[config.mk]
export PLATFORM = sky130hd
export DESIGN_NAME = registerFile
export DESIGN_NICKNAME = d
export VERILOG_FILES = /design/src/rvPkg.sv /design/src/registerFile.sv
export SDC_FILE = /design/constraint.sdc
export NUM_CORES = 2
export LEC_CHECK = 0
export BUFFER_PORTS_ARGS = -buffer_cell sky130_fd_sc_hd__buf_2
export CAP_MARGIN = 20
export CORE_MARGIN = 3
export CORE_UTILIZATION = 35
export DETAILED_ROUTE_END_ITERATION = 10
export PLACE_DENSITY = 0.46
export SLEW_MARGIN = 20
export SYNTH_ARGS = -nofsm -noshare
export SYNTH_HDL_FRONTEND = slang
export SYNTH_SLANG_ARGS = --single-unit
[constraint.sdc]
create_clock -name clk -period 6.93 [get_ports clk]
set_clock_uncertainty 0.2 [all_clocks]
set_input_delay 1.0395 -clock clk [delete_from_list [all_inputs] [get_ports clk]]
set_output_delay 1.0395 -clock clk [all_outputs]
set_load 0.01 [all_outputs]
[src/rvPkg.sv]
`default_nettype none

package rvPkg;

    // Datapath widths
    localparam int xlen = 32;
    localparam int regAddrW = 5;

    // Data memory depth in 32-bit words, byte address wraps at 4 * memWords
    localparam int memWords = 256;

    // Major opcodes handled by the core
    typedef enum logic [6:0] {
        opImm   = 7'b0010011,
        opReg   = 7'b0110011,
        opLui   = 7'b0110111,
        opJal   = 7'b1101111,
        opLoad  = 7'b0000011,
        opStore = 7'b0100011
    } opcodeE;

    typedef enum logic [3:0] {
        aluAdd  = 4'd0,
        aluSub  = 4'd1,
        aluSll  = 4'd2,
        aluSlt  = 4'd3,
        aluSltu = 4'd4,
        aluXor  = 4'd5,
        aluSrl  = 4'd6,
        aluSra  = 4'd7,
        aluOr   = 4'd8,
        aluAnd  = 4'd9
    } aluOpE;

    // Write-back source
    typedef enum logic [1:0] {
        wbAlu    = 2'd0,
        wbImm    = 2'd1,
        wbPcNext = 2'd2,
        wbMem    = 2'd3
    } wbSelE;

    // Encoded like funct3[1:0] of loads and stores
    typedef enum logic [1:0] {
        sizeByte = 2'd0,
        sizeHalf = 2'd1,
        sizeWord = 2'd2
    } memSizeE;

endpackage

`default_nettype wire

[src/registerFile.sv]
`default_nettype none

module registerFile (
    input  wire                        clk,
    input  wire                        rstN,
    input  wire [rvPkg::regAddrW-1:0]  rs1Addr,
    input  wire [rvPkg::regAddrW-1:0]  rs2Addr,
    input  wire [rvPkg::regAddrW-1:0]  rdAddr,
    input  wire                        we,
    input  wire [rvPkg::xlen-1:0]      rdData,
    output logic [rvPkg::xlen-1:0]     rs1Data,
    output logic [rvPkg::xlen-1:0]     rs2Data
);

    // x0 has no storage
    logic [rvPkg::xlen-1:0] regs [1:31];

    always_ff @(posedge clk or negedge rstN) begin
        if (!rstN) begin
            for (int i = 1; i < 32; i++) begin
                regs[i] <= '0;
            end
        end else if (we && rdAddr != '0) begin
            regs[rdAddr] <= rdData;
        end
    end

    assign rs1Data = (rs1Addr == '0) ? '0 : regs[rs1Addr];
    assign rs2Data = (rs2Addr == '0) ? '0 : regs[rs2Addr];

    // A write aimed at x0 must not show up on the next read of x0
    assert property (@(posedge clk) disable iff (!rstN)
        (we && rdAddr == '0) |=> (rs1Addr != '0 || rs1Data == '0))
        else $error("registerFile: x0 read back nonzero after write");

endmodule

`default_nettype wire

After elaboration in Yosys (flattened, before gate mapping) --
Index checks and enable logic that the tools add are counted.
Operators by class: order comparisons 4, mux-type cells 11, bitwise logic cells 3, reductions and logical operators 5
Operators by type and width (number):
- $bwmux W992 | 1
- $bmux W32 S5 | 2
- $mux W32 | 7
- $demux W32 S5 | 1
- $ge A6 B6 Y1 const B | 3
- $not A5 Y6 | 3
- $logic_not A5 Y1 | 2
- $lt A6 B1 Y1 const B | 1
- $reduce_bool A5 Y1 | 1
- $logic_and A1 B1 Y1 | 2
Word-level totals: register bits after elaboration 992, input bits 50

Logic depth before layout (Yosys ltp) --
depth in word-level cells 6, depth in mapped cells 8, mapped depth without buffers 4

Worst setup path before layout --
Ideal clock, no wire load.
path kind input to output, start input rs1Addr[0] in the netlist's numbering, end output rs1Data[0] in the netlist's numbering, data arrival time 2521 ps, data required time 5690 ps, setup slack 3170 ps, cell stages on the path 7, path buffers 3, path through buf_6 > buf_4 > buf_2 > mux2_2 > a221o_1 > o211ai_1 > o211ai_1
On the way: longest elaborated chain between the ends 5
Ends and longest elaborated chain:
- start, declared | RTL line registerFile.sv:6 | input wire [rvPkg::regAddrW-1:0] rs1Addr,
- $not A5 Y6 (not written as such) | RTL line registerFile.sv:28 | assign rs1Data = (rs1Addr == '0) ? '0 : regs[rs1Addr];
- $bmux W32 S5 | RTL line registerFile.sv:28
- $mux W32 (not written as such) (2 in series) | RTL line registerFile.sv:28
- $mux W32 * | RTL line registerFile.sv:28
- end, declared | RTL line registerFile.sv:11 | output logic [rvPkg::xlen-1:0] rs1Data,
Every way passes the cells marked *; elsewhere a longest branch is shown, timed or not. The select of a mux whose other input is x is not followed.

Worst setup path in the final report --
start input rs1Addr[1] in the netlist's numbering, end output rs1Data[19] in the netlist's numbering
The elaborated chain is that of the path after synthesis.

==> out/results.tsv <==
metric	value	unit
cts_setup_buffers	0	
ys_ff_latch	992	
critical_path_class	primary input to primary output	
slew_violations	0	
vias	34274	
fin_crit_sh	74.62	%
ios	114	
die_h	396.9	um
synth.distinct_cells	46	
largest_reg_flops	992	
synth_mux_area_share	43.37	%
gp_congestion	0.7862	
grt_pass1_wl	275.4	mm
timing.hold.ws	152.4	ps
grt_pass1_vias	36899	
dp_hpwl	105.6	mm
area_growth	11.78	%
ctsLongestPathBuffers	3	
nets	3582	
synth_top_family_by_area	multiplexers	
reg_top3	regs (992)	
initial_core_util	35.46	%
cts_root_buf	clkbuf_16	
clk_pin_slew	60	ps
syn_nets	3662	
yosysSeqAreaShare	46.41	%
hp-class	primary input to asynchronous set/reset pin	
hold_viol_final	0	
placed_cell_area	55770	um^2
track_usage	24.23	%
die-area	157600	um^2
wire_per_inst	33.82	um
largest-register	regs	
yosys.area_share.simple	2.051	%
maxCapViolCount	0	
grt_overflow	0	
worstSetupEndpointType	primary output	
rrSetupSlack	5920	ps
clock_latency	750	ps
vdd_drop_max	0.2171	mV
yosysTopAreaCell	dfrtp_1	
synth-compound-area-share	4.510	%
drive_gt1_share	51.20	%
place_ws	1794	ps
post-route-min-period	5171	ps
row_count	142	
antenna_found_initial	12	
max_freq	193.4	MHz
crit_fanout	81	
tns	0	ps
cts_hold_buf	0	
slowest_stage	and2b_2	
drc	0	
cts_resized	0	
status	completed	
powerDensity	297.9	nW/um^2
die_w	396.9	um
drtPass1Iterations	5	
core-area	150800	um^2
syn_inst	3612	
async_flop_share	100.0	%
fin_area	59790	um^2
crit_required	5690	ps
viasPerCell	6.063	
path_cells	clkbuf_8 -> and2b_2 -> buf_4 -> a221oi_1 -> o32ai_1 -> o21a_1 -> buf_2	
io_buffers	113	
yosysTopAreaCellShare	46.41	%
r2r_start	regs[776]$_DFFE_PN0P_	
synth_area_leaders	dfrtp_1 46%, mux2_2 22%, mux4_2 16%, mux2i_1 5.0%, buf_2 1.5%	
tritoncts	built	
synth.avg_cell_area	14.81	um^2
leakagePower	0.02590	uW
final_antenna_net_count	0	
yosys.area_share.xor_xnor	0	%
cts_htree_levels	3	
yosysWarnings	0	
cp-startpoint	rs1Addr[1]	
grt_max_degree	176	
fin_ws	1759	ps
synthFlopType	dfrtp_1	
setup_violations	0	
drt_iter0_drc	2812	
post-route-util	39.64	%
slowest_delay	980	ps
synthAdderAreaFrac	0	%
syn-cell-area	53490	um^2
relSlewSlack	22.12	%
wl	191.2	mm
start_kind	primary input	
grt_setup_unrepaired	no	
cp.arrival	3930	ps
cts_made_buffers	119	
max_slew.worst_pin.slew	1165	ps
synth-edff-count	0	
clock-sinks	992	
## power breakdown
group	internal (uW)	switching [uW]	leakage (uW)
logic	2090	1540	0.0112
registers	6930	856	0.0127
clock network	3770	2620	0.00200
## cells in the mapped netlist, drive strengths merged (2+ instances only)
library cell / number
buf: 230
mux4: 377
clkbuf: 162
a221o: 17
a22o: 4
mux2: 1069
o32ai: 8
or2: 2
dfrtp: 992
nand3: 16
and3: 29
a221oi: 43
inv: 8
o22ai: 18
nor2b: 44
o211ai: 32
nand4b: 2
and2: 3
nor2: 34
and2b: 2
nand2: 21
or3: 7
o21a: 8
mux2i: 267
a2111oi: 10
o21ai: 8
nand2b: 9
o22a: 16
a31oi: 2
a22oi: 102
nor3: 33
o31a: 28
a211oi: 4
## worst max-delay path, delay by kind of cell
family                 cells  cell delay [ps]
AO/OA/AOI/OAI              3              760
AND/OR/NAND/NOR            1              980
buffers and inverters      3             1050
## final cells by class
cell class | instances | area (um^2)
repair buffers | 191 | 1433
diodes | 4 | 10.01
inverters | 9 | 33.78
multi-input cells | 2219 | 26960
fillers | 13834 | 91050
clock inverters | 34 | 331.6
flip-flops and latches | 992 | 24820
clock buffers | 188 | 3680
well taps | 2016 | 2522
## path summary, 6_finish.rpt
| kind | end | depth (start not counted) |
|---|---|---|
| setup / recovery | rs1Data[19] | 7 |
| hold / removal | regs[227]$_DFFE_PN0P_ | 1 |
| setup reg to reg | regs[776]$_DFFE_PN0P_ | 1 |
| hold reg to reg | regs[614]$_DFFE_PN0P_ | 1 |
| max in group asynchronous | regs[344]$_DFFE_PN0P_ | 3 |
| min in group clk | regs[614]$_DFFE_PN0P_ | 1 |
## cell families (layout without fill, tap and decap cells)
group,count (synthesis),count (layout)
buffers and inverters,401,422
and+or+nand+nor,203,203
AOI/OAI and AO/OA,303,303
muxes,1713,1713
DFF,992,992
other,0,4
## placed cells by master, fill, tap and decap left out, drive strengths merged, types with 33 or more instances in the layout
cell | Yosys | final
a221oi | 43 | 43
a22oi | 102 | 102
buf | 230 | 190
clkbuf | 162 | 189
dfrtp | 992 | 992
mux2 | 1069 | 1069
mux2i | 267 | 267
mux4 | 377 | 377
nor2 | 34 | 34
nor2b | 44 | 44
nor3 | 33 | 33
## metal layers
metal	global-route usage (%)	routed length (um)	part of all wire (%)
met2	38.12	88670	46
met3	5.039	12840	6.7
met5	0	28	0.015
met4	9.342	7534	3.9
met1	32.89	82080	43
## stage by stage
| step | total power (uW) | instances |
|---|---|---|
| 2_1_floorplan | 10280 | 3612 |
| 3_3_place_gp | 11310 | 5425 |
| 3_5_place_dp | 11500 | 5427 |
| 4_1_cts | 17980 | 5649 |
| 5_1_grt | 18630 | 5650 |
| 6_report | 17810 | 5653 |
(Power assumes the default switching activity.)
