--- config.mk ---
export PLATFORM = sky130hd
export DESIGN_NAME = immediateGenerator
export DESIGN_NICKNAME = d
export VERILOG_FILES = /design/src/rvPkg.sv /design/src/immediateGenerator.sv
export SDC_FILE = /design/constraint.sdc
export NUM_CORES = 1
export LEC_CHECK = 0
export ABC_AREA = 0
export BUFFER_PORTS_ARGS = -buffer_cell sky130_fd_sc_hd__buf_4
export CORE_MARGIN = 2
export CORE_UTILIZATION = 31
export DETAILED_ROUTE_END_ITERATION = 12
export PLACE_DENSITY_LB_ADDON = 0.12
export SLEW_MARGIN = 20
export SYNTH_ARGS = -nofsm -noshare
export SYNTH_HDL_FRONTEND = slang
export SYNTH_SLANG_ARGS = --single-unit
--- constraint.sdc ---
create_clock -name vclk -period 1.9
set_input_delay 0.285 -clock vclk [all_inputs]
set_output_delay 0.285 -clock vclk [all_outputs]
set_load 0.05 [all_outputs]
--- src/rvPkg.sv ---
`default_nettype none

package rvPkg;

    // Datapath widths
    localparam int xlen = 32;
    localparam int regAddrW = 5;

    // Data memory depth in 32-bit words, byte address wraps at 4 * memWords
    localparam int memWords = 256;

    // Major opcodes handled by the core
    typedef enum logic [6:0] {
        opImm   = 7'b0010011,
        opReg   = 7'b0110011,
        opLui   = 7'b0110111,
        opJal   = 7'b1101111,
        opLoad  = 7'b0000011,
        opStore = 7'b0100011
    } opcodeE;

    typedef enum logic [3:0] {
        aluAdd  = 4'd0,
        aluSub  = 4'd1,
        aluSll  = 4'd2,
        aluSlt  = 4'd3,
        aluSltu = 4'd4,
        aluXor  = 4'd5,
        aluSrl  = 4'd6,
        aluSra  = 4'd7,
        aluOr   = 4'd8,
        aluAnd  = 4'd9
    } aluOpE;

    // Write-back source
    typedef enum logic [1:0] {
        wbAlu    = 2'd0,
        wbImm    = 2'd1,
        wbPcNext = 2'd2,
        wbMem    = 2'd3
    } wbSelE;

    // Encoded like funct3[1:0] of loads and stores
    typedef enum logic [1:0] {
        sizeByte = 2'd0,
        sizeHalf = 2'd1,
        sizeWord = 2'd2
    } memSizeE;

endpackage

`default_nettype wire

--- src/immediateGenerator.sv ---
`default_nettype none

module immediateGenerator (
    input  wire [31:0] instruction,
    output logic [31:0] imm
);

    logic [31:0] immI;
    logic [31:0] immS;
    logic [31:0] immU;
    logic [31:0] immJ;

    assign immI = {{20{instruction[31]}}, instruction[31:20]};
    assign immS = {{20{instruction[31]}}, instruction[31:25], instruction[11:7]};
    assign immU = {instruction[31:12], 12'h000};

    // J format scatters the offset bits, bit 0 is always zero
    assign immJ = {{12{instruction[31]}}, instruction[19:12], instruction[20],
                   instruction[30:21], 1'b0};

    always_comb begin
        case (instruction[6:0])
            rvPkg::opImm, rvPkg::opLoad: imm = immI;
            rvPkg::opStore:              imm = immS;
            rvPkg::opLui:                imm = immU;
            rvPkg::opJal:                imm = immJ;
            default:                     imm = '0;
        endcase
    end

endmodule

`default_nettype wire

---- Word-level counts from Yosys, hierarchy flattened ----
Cells that the tools add are included.
word-level totals
  register bits ........................... 0
  input bits .............................. 32
  logic and storage cells ................. 7
  output and inout bits ................... 32
cells by class
  muxes and demuxes ....................... 1
  reductions and logical operators ........ 1
  eq/ne operators ......................... 5
operators with widths
  cell                                                                   number
  32-bit case mux with 4 select lines                                    1
  7-bit by 6-bit equality test with 1-bit output, second input constant  2
  7-bit by 2-bit equality test with 1-bit output, second input constant  1
  7-bit by 5-bit equality test with 1-bit output, second input constant  1
  7-bit equality test, second input constant                             1
  2-bit OR reduction                                                     1

---- Longest topological paths before layout ----
  depth after elaboration ................. 3
  gate-level depth with buffers ........... 5

---- Least setup slack after synthesis ----
OpenSTA, ideal clock, no wires.
  path type ............................... input-to-output
  start ................................... input instruction[6]
  end ..................................... output imm[0]
  setup slack ............................. -287 ps
  path buffers ............................ 1
  arrival time ............................ 1902 ps
  stages .................................. 3
  path through ............................ or3_1 buf_6 nor3_1
on the way
  cells in the longest elaborated chain, start to end .. 3
  elaborated cells between the ends (all ways) .. 7
  classes of those cells .................. eq/ne: 5; mux: 1; reduce/logical: 1
ends and longest elaborated chain
  what                                                                                                              line                      text
  start, declared                                                                                                   immediateGenerator.sv:4   input wire [31:0] instruction,
  7-bit by 5-bit equality test with 1-bit output or 7-bit by 2-bit equality test with 1-bit output (tied branches)  immediateGenerator.sv:22  case (instruction[6:0])
  2-bit OR reduction                                                                                                immediateGenerator.sv:22
  32-bit case mux with 4 select lines (*)                                                                           immediateGenerator.sv:22
  end, declared                                                                                                     immediateGenerator.sv:5   output logic [31:0] imm
Mark *: on every way between the ends. The rest lies on a longest branch, timed or not.

---- Worst setup path in the final report ----
  start ................................... input instruction[2]
  end ..................................... output imm[22]
Same word-level chain as after synthesis.

==> implementation parameters <==
Parameter                              Value

Outcome
  Outcome    finished with violations
  Violations in the final reports    negative setup slack

Synthesis
  Syn avg cell area    about 7.8 sq um
  Number of synthesis warnings    0
  Synthesized Nets    87
  Cell taking the most area after synthesis    sky130_fd_sc_hd__a21o_1
  Most instantiated cells after synthesis    21 x sky130_fd_sc_hd__a21o_1, 7 x sky130_fd_sc_hd__and2_1, 4 x sky130_fd_sc_hd__a22o_1
  Distinct cells, synth    22
  Post-Syn Area    between 400 and 500 sq um
  Sequential fraction of the synthesis area    0%
  Post-Synthesis Cells    between 50 and 60
  Proportion of netlist area held by the largest area contributor    a little under two fifths
  Largest cells by area after synthesis    sky130_fd_sc_hd__a21o_1 37%, sky130_fd_sc_hd__and2_1 10%, sky130_fd_sc_hd__a22o_1 8.2%
  Library cell with the highest instance count after synthesis    sky130_fd_sc_hd__a21o_1

Finish
  Clkbuf count    0
  Fin cells    ~140
  Footprint of the flip-flops and latches    0 sq um
  Area occupied by multi-input gates    447 sq um
  Layout area overhead    160%
  Total inserted antenna cells    0
  # fillers    between 70 and 80
  Count of nets after finishing    160
  Fraction of final layout cells with drive strength greater than 1    84.9%
  Number of sequential cells in the layout    0
  Final instance area    about 1100 sq um

Worst setup path
  Worst setup path endpoint    imm[22]
  Startpoint kind of the worst setup timing path    input port
  Worst setup EP type    primary output
  CP max FO    6
  Critical path's most frequent cell    sky130_fd_sc_hd__buf_6
  Source of the critical timing path    instruction[2]
  CP Data Arrival Time    ~1600 ps
  Data required, critical path    1620 ps
  Longest individual stage delay on the worst path    between 400 and 500 ps
  Critical Setup Path Class    input port to primary output
  Worst path cell trace    buf_6 -> or3_4 -> a2111oi_4 -> buf_4 -> a21o_1 -> buf_6
  Cell with the largest stage delay on the worst path    sky130_fd_sc_hd__or3_4

Place
  DP Worst Slack    -163 ps
  Port Buf Inserts    64
  Number of placed instances, taps included    around 140
  Routability congestion estimate from global placement    0.686
  Placement Cell Area    ~1000 sq um
  Estimated wirelength of the detail-placed design    roughly 1500 um

Global routing
  Pin count of the biggest net entering global routing    12
  Number of antenna violations at the first check in global routing    0
  Gr usage total    21.1%
  Vias in the first global route    617
  Global-route wire length before repair    about 2500 um
  Global route overflow    0

Detailed routing
  Count of vias placed by the detailed router    765
  WL per Instance    approximately 16 um
  First DRT Iteration DRCs    13
  Overall routed net length    about 2300 um
  DR DRC count    0
  Final ANT Viol Nets    0
  Number of search-and-repair iterations in the first detailed-routing pass    4
  Via density    5.43

Floorplanning
  Area enclosed by the die boundary    between 1500 and 2000 sq um
  Placeable Area    ~1300 sq um
  Initial core utilization    about a third
  Num ports    64
  Width of the chip    41.2 um
  Row count    13
  Die H    41.2 um

Timing
  Part of the cycle the worst path needs    101%
  Max transition margin    between 70% and 80%
  Number of hold-slack violations in the final timing report    0
  Final setup margin    -27.1 ps
  Worst Tran Pin Value    342 ps
  RSZ-0062 raised after global routing    yes
  Minimum period implied by the final worst setup slack    1930 ps
  Pins over their slew limit    0
  Max Fclk    between 0.5 and 0.6 GHz
  Count of endpoints failing setup in the final report    4

Flow run
  Max-cap violation count    0

Power
  PD cells    145 nW/um^2
  Maximum vdd drop    ~0.084 mV
  Final total power    between 0.00015 and 0.0002 W
  Total leakage power    roughly 0.65 nW

Clocking
  Count of hold-fix buffers inserted at cts    0
  Number of setup buffers added after CTS    0

Hold path
  Hold crit path type    input port to primary output
## worst max-delay path: cells and delay by family
family                 cells  cell delay, ps
AO/OA/AOI/OAI              2             460
buffers and inverters      3             450
AND/OR/NAND/NOR            1             440
## cells by family after synthesis
family                 Yosys count  synth area share [%]
multiplexers                     1                  2.33
buffers and inverters            4                  7.00
AND/OR/NAND/NOR                 21                  32.7
AO/OA/AOI/OAI                   29                  58.0
## cell type report
type               count  area share, %
inverters              1          0.337
well taps             15           1.68
multi-input cells     51           40.1
repair buffers        74           57.9
## per-stage QoR
step / hold slack, ps / setup TNS [ps] / util [%]
after CTS: 909 / 0 / 82.4
final: 912 / -52.7 / 85.7
after floorplan: 819 / 0 / -
after detailed placement: 928 / -4120 / 78.0
after global routing: 921 / -720 / 85.7
after global placement: 924 / -3090 / 78.0
## cells in the final DEF (no fill, tap or decap)
master                      instances
sky130_fd_sc_hd__a2111oi_4          1
sky130_fd_sc_hd__a211oi_2           1
sky130_fd_sc_hd__a21o_1             1
sky130_fd_sc_hd__a21o_2            20
sky130_fd_sc_hd__a21oi_1            1
sky130_fd_sc_hd__a22o_1             4
sky130_fd_sc_hd__and2_1             1
sky130_fd_sc_hd__and2_2             6
sky130_fd_sc_hd__buf_4             59
sky130_fd_sc_hd__buf_6              6
sky130_fd_sc_hd__buf_8              9
sky130_fd_sc_hd__inv_1              1
sky130_fd_sc_hd__mux2i_1            1
sky130_fd_sc_hd__nand2_1            1
sky130_fd_sc_hd__nand3_1            1
sky130_fd_sc_hd__nand3b_1           1
sky130_fd_sc_hd__nand4_1            2
sky130_fd_sc_hd__nand4b_1           1
sky130_fd_sc_hd__nor2_1             3
sky130_fd_sc_hd__nor2b_1            1
sky130_fd_sc_hd__nor3_2             1
sky130_fd_sc_hd__nor4_4             1
sky130_fd_sc_hd__o32ai_2            1
sky130_fd_sc_hd__or3_4              1
sky130_fd_sc_hd__or3b_2             1
## what timing repair did
| action | in CTS | in global routing |
|---|---|---|
| pin swaps | 2 | 0 |
| setup endpoints to repair | 31 | 20 |
| gates resized for setup | 15 | 11 |
| cloned | 0 | 0 |
## how the worst min path moves through the flow
stage	from	end	slack, ps	depth (start not counted)
2_1_floorplan	instruction[30]	imm[10]	820	1
3_3_place_gp	instruction[15]	imm[15]	920	3
3_5_place_dp	instruction[12]	imm[12]	930	3
4_1_cts	instruction[28]	imm[28]	910	3
5_1_grt	instruction[25]	imm[25]	920	3
6_report	instruction[30]	imm[30]	910	3
## metal layers
metal / track usage (%) / part of all wire, % / routed length [um]
met2: 44.9 / 56 / 1260
met3: 1.09 / 4.8 / 109
met4: 2.42 / 5.1 / 115
met1: 22.5 / 34 / 770
met5: 0 / 0 / 0
## report_power, final
group          total (W)  switching, W  internal (W)  leakage [nW]
clock                  0             0             0             0
combinational   0.000162     0.0000810     0.0000809         0.649
sequential             0             0             0             0
total           0.000162     0.0000810     0.0000809         0.649
Power figures use the tool's default switching activity.
