==> config.mk <==
export PLATFORM = sky130hd
export DESIGN_NAME = alu
export DESIGN_NICKNAME = d
export VERILOG_FILES = /design/src/rvPkg.sv /design/src/alu.sv
export SDC_FILE = /design/constraint.sdc
export NUM_CORES = 1
export LEC_CHECK = 0
export ABC_CLOCK_PERIOD_IN_PS = 4600
export BUFFER_PORTS_ARGS = -buffer_cell sky130_fd_sc_hd__buf_4
export CAP_MARGIN = 30
export CORE_UTILIZATION = 30
export DETAILED_ROUTE_END_ITERATION = 8
export PLACE_DENSITY = 0.47
export SYNTH_ARGS = -nofsm -noshare
export SYNTH_HDL_FRONTEND = slang
export SYNTH_SLANG_ARGS = --single-unit
export TNS_END_PERCENT = 50
==> constraint.sdc <==
create_clock -name vclk -period 4.6
set_input_delay 0.23 -clock vclk [all_inputs]
set_output_delay 0.23 -clock vclk [all_outputs]
set_load 0.01 [all_outputs]
==> src/rvPkg.sv <==
`default_nettype none

package rvPkg;

    // Datapath widths
    localparam int xlen = 32;
    localparam int regAddrW = 5;

    // Data memory depth in 32-bit words, byte address wraps at 4 * memWords
    localparam int memWords = 256;

    // Major opcodes handled by the core
    typedef enum logic [6:0] {
        opImm   = 7'b0010011,
        opReg   = 7'b0110011,
        opLui   = 7'b0110111,
        opJal   = 7'b1101111,
        opLoad  = 7'b0000011,
        opStore = 7'b0100011
    } opcodeE;

    typedef enum logic [3:0] {
        aluAdd  = 4'd0,
        aluSub  = 4'd1,
        aluSll  = 4'd2,
        aluSlt  = 4'd3,
        aluSltu = 4'd4,
        aluXor  = 4'd5,
        aluSrl  = 4'd6,
        aluSra  = 4'd7,
        aluOr   = 4'd8,
        aluAnd  = 4'd9
    } aluOpE;

    // Write-back source
    typedef enum logic [1:0] {
        wbAlu    = 2'd0,
        wbImm    = 2'd1,
        wbPcNext = 2'd2,
        wbMem    = 2'd3
    } wbSelE;

    // Encoded like funct3[1:0] of loads and stores
    typedef enum logic [1:0] {
        sizeByte = 2'd0,
        sizeHalf = 2'd1,
        sizeWord = 2'd2
    } memSizeE;

endpackage

`default_nettype wire

==> src/alu.sv <==
`default_nettype none

module alu (
    input  wire rvPkg::aluOpE          aluOp,
    input  wire [rvPkg::xlen-1:0]      left,
    input  wire [rvPkg::xlen-1:0]      right,
    output logic [rvPkg::xlen-1:0]     result
);

    logic [4:0] shamt;
    logic       lessSigned;
    logic       lessUnsigned;

    // Only the low five bits count for shifts
    assign shamt = right[4:0];

    assign lessSigned = $signed(left) < $signed(right);
    assign lessUnsigned = left < right;

    always_comb begin
        case (aluOp)
            rvPkg::aluAdd:  result = left + right;
            rvPkg::aluSub:  result = left - right;
            rvPkg::aluSll:  result = left << shamt;
            rvPkg::aluSlt:  result = {{(rvPkg::xlen-1){1'b0}}, lessSigned};
            rvPkg::aluSltu: result = {{(rvPkg::xlen-1){1'b0}}, lessUnsigned};
            rvPkg::aluXor:  result = left ^ right;
            rvPkg::aluSrl:  result = left >> shamt;
            rvPkg::aluSra:  result = $unsigned($signed(left) >>> shamt);
            rvPkg::aluOr:   result = left | right;
            rvPkg::aluAnd:  result = left & right;
            default:        result = '0;
        endcase
    end

endmodule

`default_nettype wire

# --- After elaboration in Yosys (flattened, before gate mapping) ---
# Cells that the tools add are included.
totals:
  regBits: 0
  inputBits: 68
  out_inout_bits: 32
  word_cells: 21
op_classes:
  n_addsub: 2
  n_lt_le_gt_ge: 2
  eq_ne: 9
  n_shift: 3
  mux: 1
  bitwise: 3
  n_reduce_logical: 1
ops:
  columns: ["cell", "n"]
  rows:
  - ["$pmux W32 S10", 1]
  - ["$lt A32 B32 Y1", 2]
  - ["$add A32 B32 Y32", 1]
  - ["$and A32 B32 Y32", 1]
  - ["$or A32 B32 Y32", 1]
  - ["$shl A32 B5 Y32", 1]
  - ["$shr A32 B5 Y32", 1]
  - ["$sshr A32 B5 Y32", 1]
  - ["$sub A32 B32 Y32", 1]
  - ["$xor A32 B32 Y32", 1]
  - ["$eq A4 B3 Y1 const B", 4]
  - ["$eq A4 B2 Y1 const B", 2]
  - ["$eq A4 B4 Y1 const B", 2]
  - ["$eq A4 B1 Y1 const B", 1]
  - ["$logic_not A4 Y1", 1]

# --- Depth between registers and ports, before layout ---
logic_depth:
  ltp_word: 2
  mapped_depth: 17
  mapped_depth_nobuf: 13

# --- Worst setup path after synthesis ---
# OpenSTA, ideal clock, no wires.
synth_timing:
  kind: "in2out"
  from: "in right[2] in the netlist's numbering"
  to: "out result[31] in the netlist's numbering"
  arrival_time_ns: 3.831
  required_time_ns: 4.370
  path_slack_ns: 0.539
  cell_stages: 17
  cell_sequence: "inv_1 -> buf_2 -> buf_2 -> buf_1 -> buf_2 -> ha_1 -> buf_4 -> o211a_1 -> a211oi_1 -> o31a_1 -> a21o_1 -> a21oi_1 -> a221o_1 -> a41oi_1 -> o41ai_2 -> xnor2_1 -> o211ai_1"
synth_via:
  elab_chain_cells: 2
  elab_cells_between_ends: 6
synth_lines:
  columns: ["item", "line_no", "text"]
  rows:
  - ["start, declared", "alu.sv:6", "input wire [rvPkg::xlen-1:0] right,"]
  - ["$sub A32 B32 Y32 (tied with other cells)", "alu.sv:23", "rvPkg::aluSub: result = left - right;"]
  - ["$pmux W32 S10 (*)", "alu.sv:21", "case (aluOp)"]
  - ["end, declared", "alu.sv:7", "output logic [rvPkg::xlen-1:0] result"]
# Every way passes the cells marked *; elsewhere a longest branch is shown, timed or not.

# --- Final worst setup path ---
layout_timing:
  from: "in left[0] in the netlist's numbering"
  to: "out result[26] in the netlist's numbering"
layout_via:
  elab_chain_cells: 2
  elab_cells_between_ends: 6
layout_lines:
  columns: ["item", "line_no", "text"]
  rows:
  - ["start, declared", "alu.sv:5", "input wire [rvPkg::xlen-1:0] left,"]
  - ["$sub A32 B32 Y32 (tied with other cells)", "alu.sv:23", null]
  - ["$pmux W32 S10 (*)", "alu.sv:21", null]
# Marked as above.

==> results by stage <==
Floorplanning:
- The placement row count is 59.
- The vertical die dimension is roughly 170 um.
- The core footprint is 26200 um^2.
- The top-level port count is 100.
- From left edge to right edge, the die measures 166 um.
- The starting density of the core is a little over 30%.
- The total die area is 27500 um^2.

Global route:
- The number of antenna violations at the first check in global routing is 6.
- The first global-routing pass estimated ~61000 um of wire.
- The via count of the first global-routing pass is approximately 9500.
- The met1 track demand over resource is 39.6%.
- The met3 global-route usage is 6.70%.
- The global routing usage summed across all routing layers is 29.0%.
- The pin count of the biggest net entering global routing is 71.
- The remaining global-route overflow is 0.
- For this run, global-route usage on met2 was measured as 45.6%.
- The layer with the highest usage after global routing is met2.

Synth:
- Summed over its instances, the top area cell type makes up 15.4% of the synthesized netlist area.
- Sequential cells were found to cover 0% of the synthesized design area.
- Summing the areas of all compound-gate instances in the mapped netlist gives between 40% and 50% of the synthesized area.
- Averaged over all synthesized cells, the footprint is 6.27 um^2.
- The synthesized netlist devotes 2.06% of its cell area to XOR and XNOR gates.
- The commonest cells after synthesis are nor2_1, o21ai_0, a21oi_1, nand2_1, ha_1.
- Synthesis produced 1287 cells.
- By instance count, the leading cell after synthesis is nor2_1.
- In this run, distinct cell masters in the synthesized netlist total 78.
- By area the synthesized netlist is led by ha_1, nor2_1, o21ai_0.
- The synthesized design spends more area on one cell type than any other, namely ha_1.
- The synthesized netlist devotes 15.9% of its cell area to adder and majority cells.
- Multiplexer cells account for 9.64% of the synthesized area.
- The area share of and/or/nand/nor cells after synthesis is between 20% and 30%.
- During synthesis, Yosys emitted a total of 0 warnings.
- After synthesis, the largest family of logic cells by area is compound AO/OA/AOI/OAI gates.
- The post-synth net total is 1456.
- The synthesized area is 8060 um^2.

Finish:
- The count of clock-net buffers in the final layout is 0.
- The net count of the finished layout is 1489.
- The count of cells in the finished layout, fillers not included, comes to ~1700.
- The share of cells above drive strength 1 is 12.8%.
- The finished cells cover 9070 um^2.
- The sequential cells in the finished layout cover a total of 0 um^2.
- The total number of sequential cells is 0.
- From synthesis to final layout, the design area changed by 12.5%.

Worst setup path:
- The category of the worst setup path capture point is an output port.
- The arrival time of the worst setup path is 3.81 ns.
- Along the worst path, the maximum fanout reaches 4.
- Counting stages on the worst path, the most repeated cell is buf_4.
- Walking the worst path, the cells encountered are buf_4 -> inv_1 -> ha_1 -> fa_1 -> o21bai_2 -> a2111oi_4 -> o41ai_4 -> o41ai_2 -> nor4_1 -> nor3b_1 -> o41a_1 -> a311oi_2 -> nor3_1 -> a211o_1 -> buf_4.
- The slowest stage of the critical path is the nor4_1 cell.
- In this design, the stage delay of the slowest critical-path cell is 0.49 ns.
- STA puts the critical path data required time at 4.37 ns.
- The worst setup path is launched from a primary input.
- The classification of the worst setup path is primary input to output port.

Placed design:
- The number of buffers added on ports is 100.
- The final weighted congestion of routability-driven global placement is 0.988.
- The number of placed instances, taps included is 1653.
- The placed instances occupy a cell area of just over 9000 um^2.
- The post-DP HPWL is 33100 um.

Detailed routing:
- The total wire length after detailed routing is 41600 um.
- The average vias per placed instance is 6.20.
- The violation count after the first detailed-routing iteration is ~1100.
- The post-detailed-route wirelength per cell is 25.1 um.
- The antenna violation net count after detailed routing is 0.
- The number of remaining DRC errors is 4.
- The detailed router placed 10300 vias in this run.
- The pre-antenna-repair detailed-routing pass consisted of 9 iterations.

Hold path:
- The class of the tightest hold or removal check is primary input to output port.

STA:
- The highest achievable clock rate is 247 MHz.
- Setup repair after global routing left no endpoint under its margin.
- In the final timing run, aggregate negative setup slack is 0 ns.
- The final period utilization is 87.9%.
- The headroom to the max-slew limit is 35.4%.
- The clock period could shrink to 4.04 ns.
- The final number of max-transition violations came to 0.
- Setup violations remaining at the end of the flow were counted as 0.
- For the pin with the worst max-slew slack, the measured transition is 0.957 ns.
- The number of hold violations in the final report came to 0.

Run status:
- The run finished, with violations left.
- The final reports fail on DRC.

Flow run:
- The max-cap violation count is 0.

Clock network:
- The post-cts resize count is 0.
- The number of hold-repair buffers added at the cts stage is 0.
- Post-CTS timing repair inserted 0 buffers for setup.
## cells in the final DEF (no fill, tap or decap), types with 11 or more instances in the layout
cell,n
a21o_1,24
a211o_1,13
ha_1,99
inv_1,88
nand2_1,104
nand3_1,25
o221ai_1,13
a211oi_1,22
a221oi_1,19
nor2_1,183
a31oi_1,22
nor2b_1,12
xnor2_1,16
mux2_2,11
o211ai_1,27
mux2i_1,54
nand2b_1,14
buf_4,130
a21oi_1,129
o21ai_0,133
nor3_1,27
## logic make-up (layout without fill, tap and decap cells)
family / after synthesis / after routing
XOR/XNOR: 19 / 19
AND/OR/NAND/NOR: 415 / 415
other: 0 / 2
multiplexers: 70 / 70
adder cells (fa/ha/maj): 101 / 101
buffers and inverters: 190 / 221
AO/OA/AOI/OAI: 492 / 492
## final cells by class
class | instances | area (um^2)
Fill cell | 2907 | 17100
Multi-Input combinational cell | 1097 | 7310
Timing Repair Buffer | 131 | 996
Tap cell | 335 | 419
Inverter | 90 | 338
Antenna cell | 2 | 5.00
## stage by stage
step / hold WS, ns / worst slack, ns / util, %
after global placement: 1.01 / 0.594 / 34.6
final: 1.00 / 0.558 / 34.6
after CTS: 0.985 / 0.613 / 34.6
after global routing: 1.03 / 0.442 / 34.6
after floorplan: 0.766 / 0.539 / -
after detailed placement: 0.986 / 0.624 / 34.6
## path summary, 6_finish.rpt
| check | start | to | slack, ns | depth (start not counted) |
|---|---|---|---|---|
| worst max-delay path | left[0] | result[26] | 0.56 | 15 |
| worst min-delay path | right[31] | result[31] | 1.00 | 5 |
## routing by layer
layer  wire length [um]  vias to the layer above
met2              18000                      494
met3               4240                       74
met4               1190                        6
met5                 30                        -
met1              18100                     4943
li1                   -                     4751
## critical path, delay by kind of cell
kind                     cells  cell delay, ns
AO/OA/AOI/OAI                7            1.79
AND/OR/NAND/NOR              3            0.72
adder cells (fa/ha/maj)      2            0.71
buffers and inverters        3            0.34
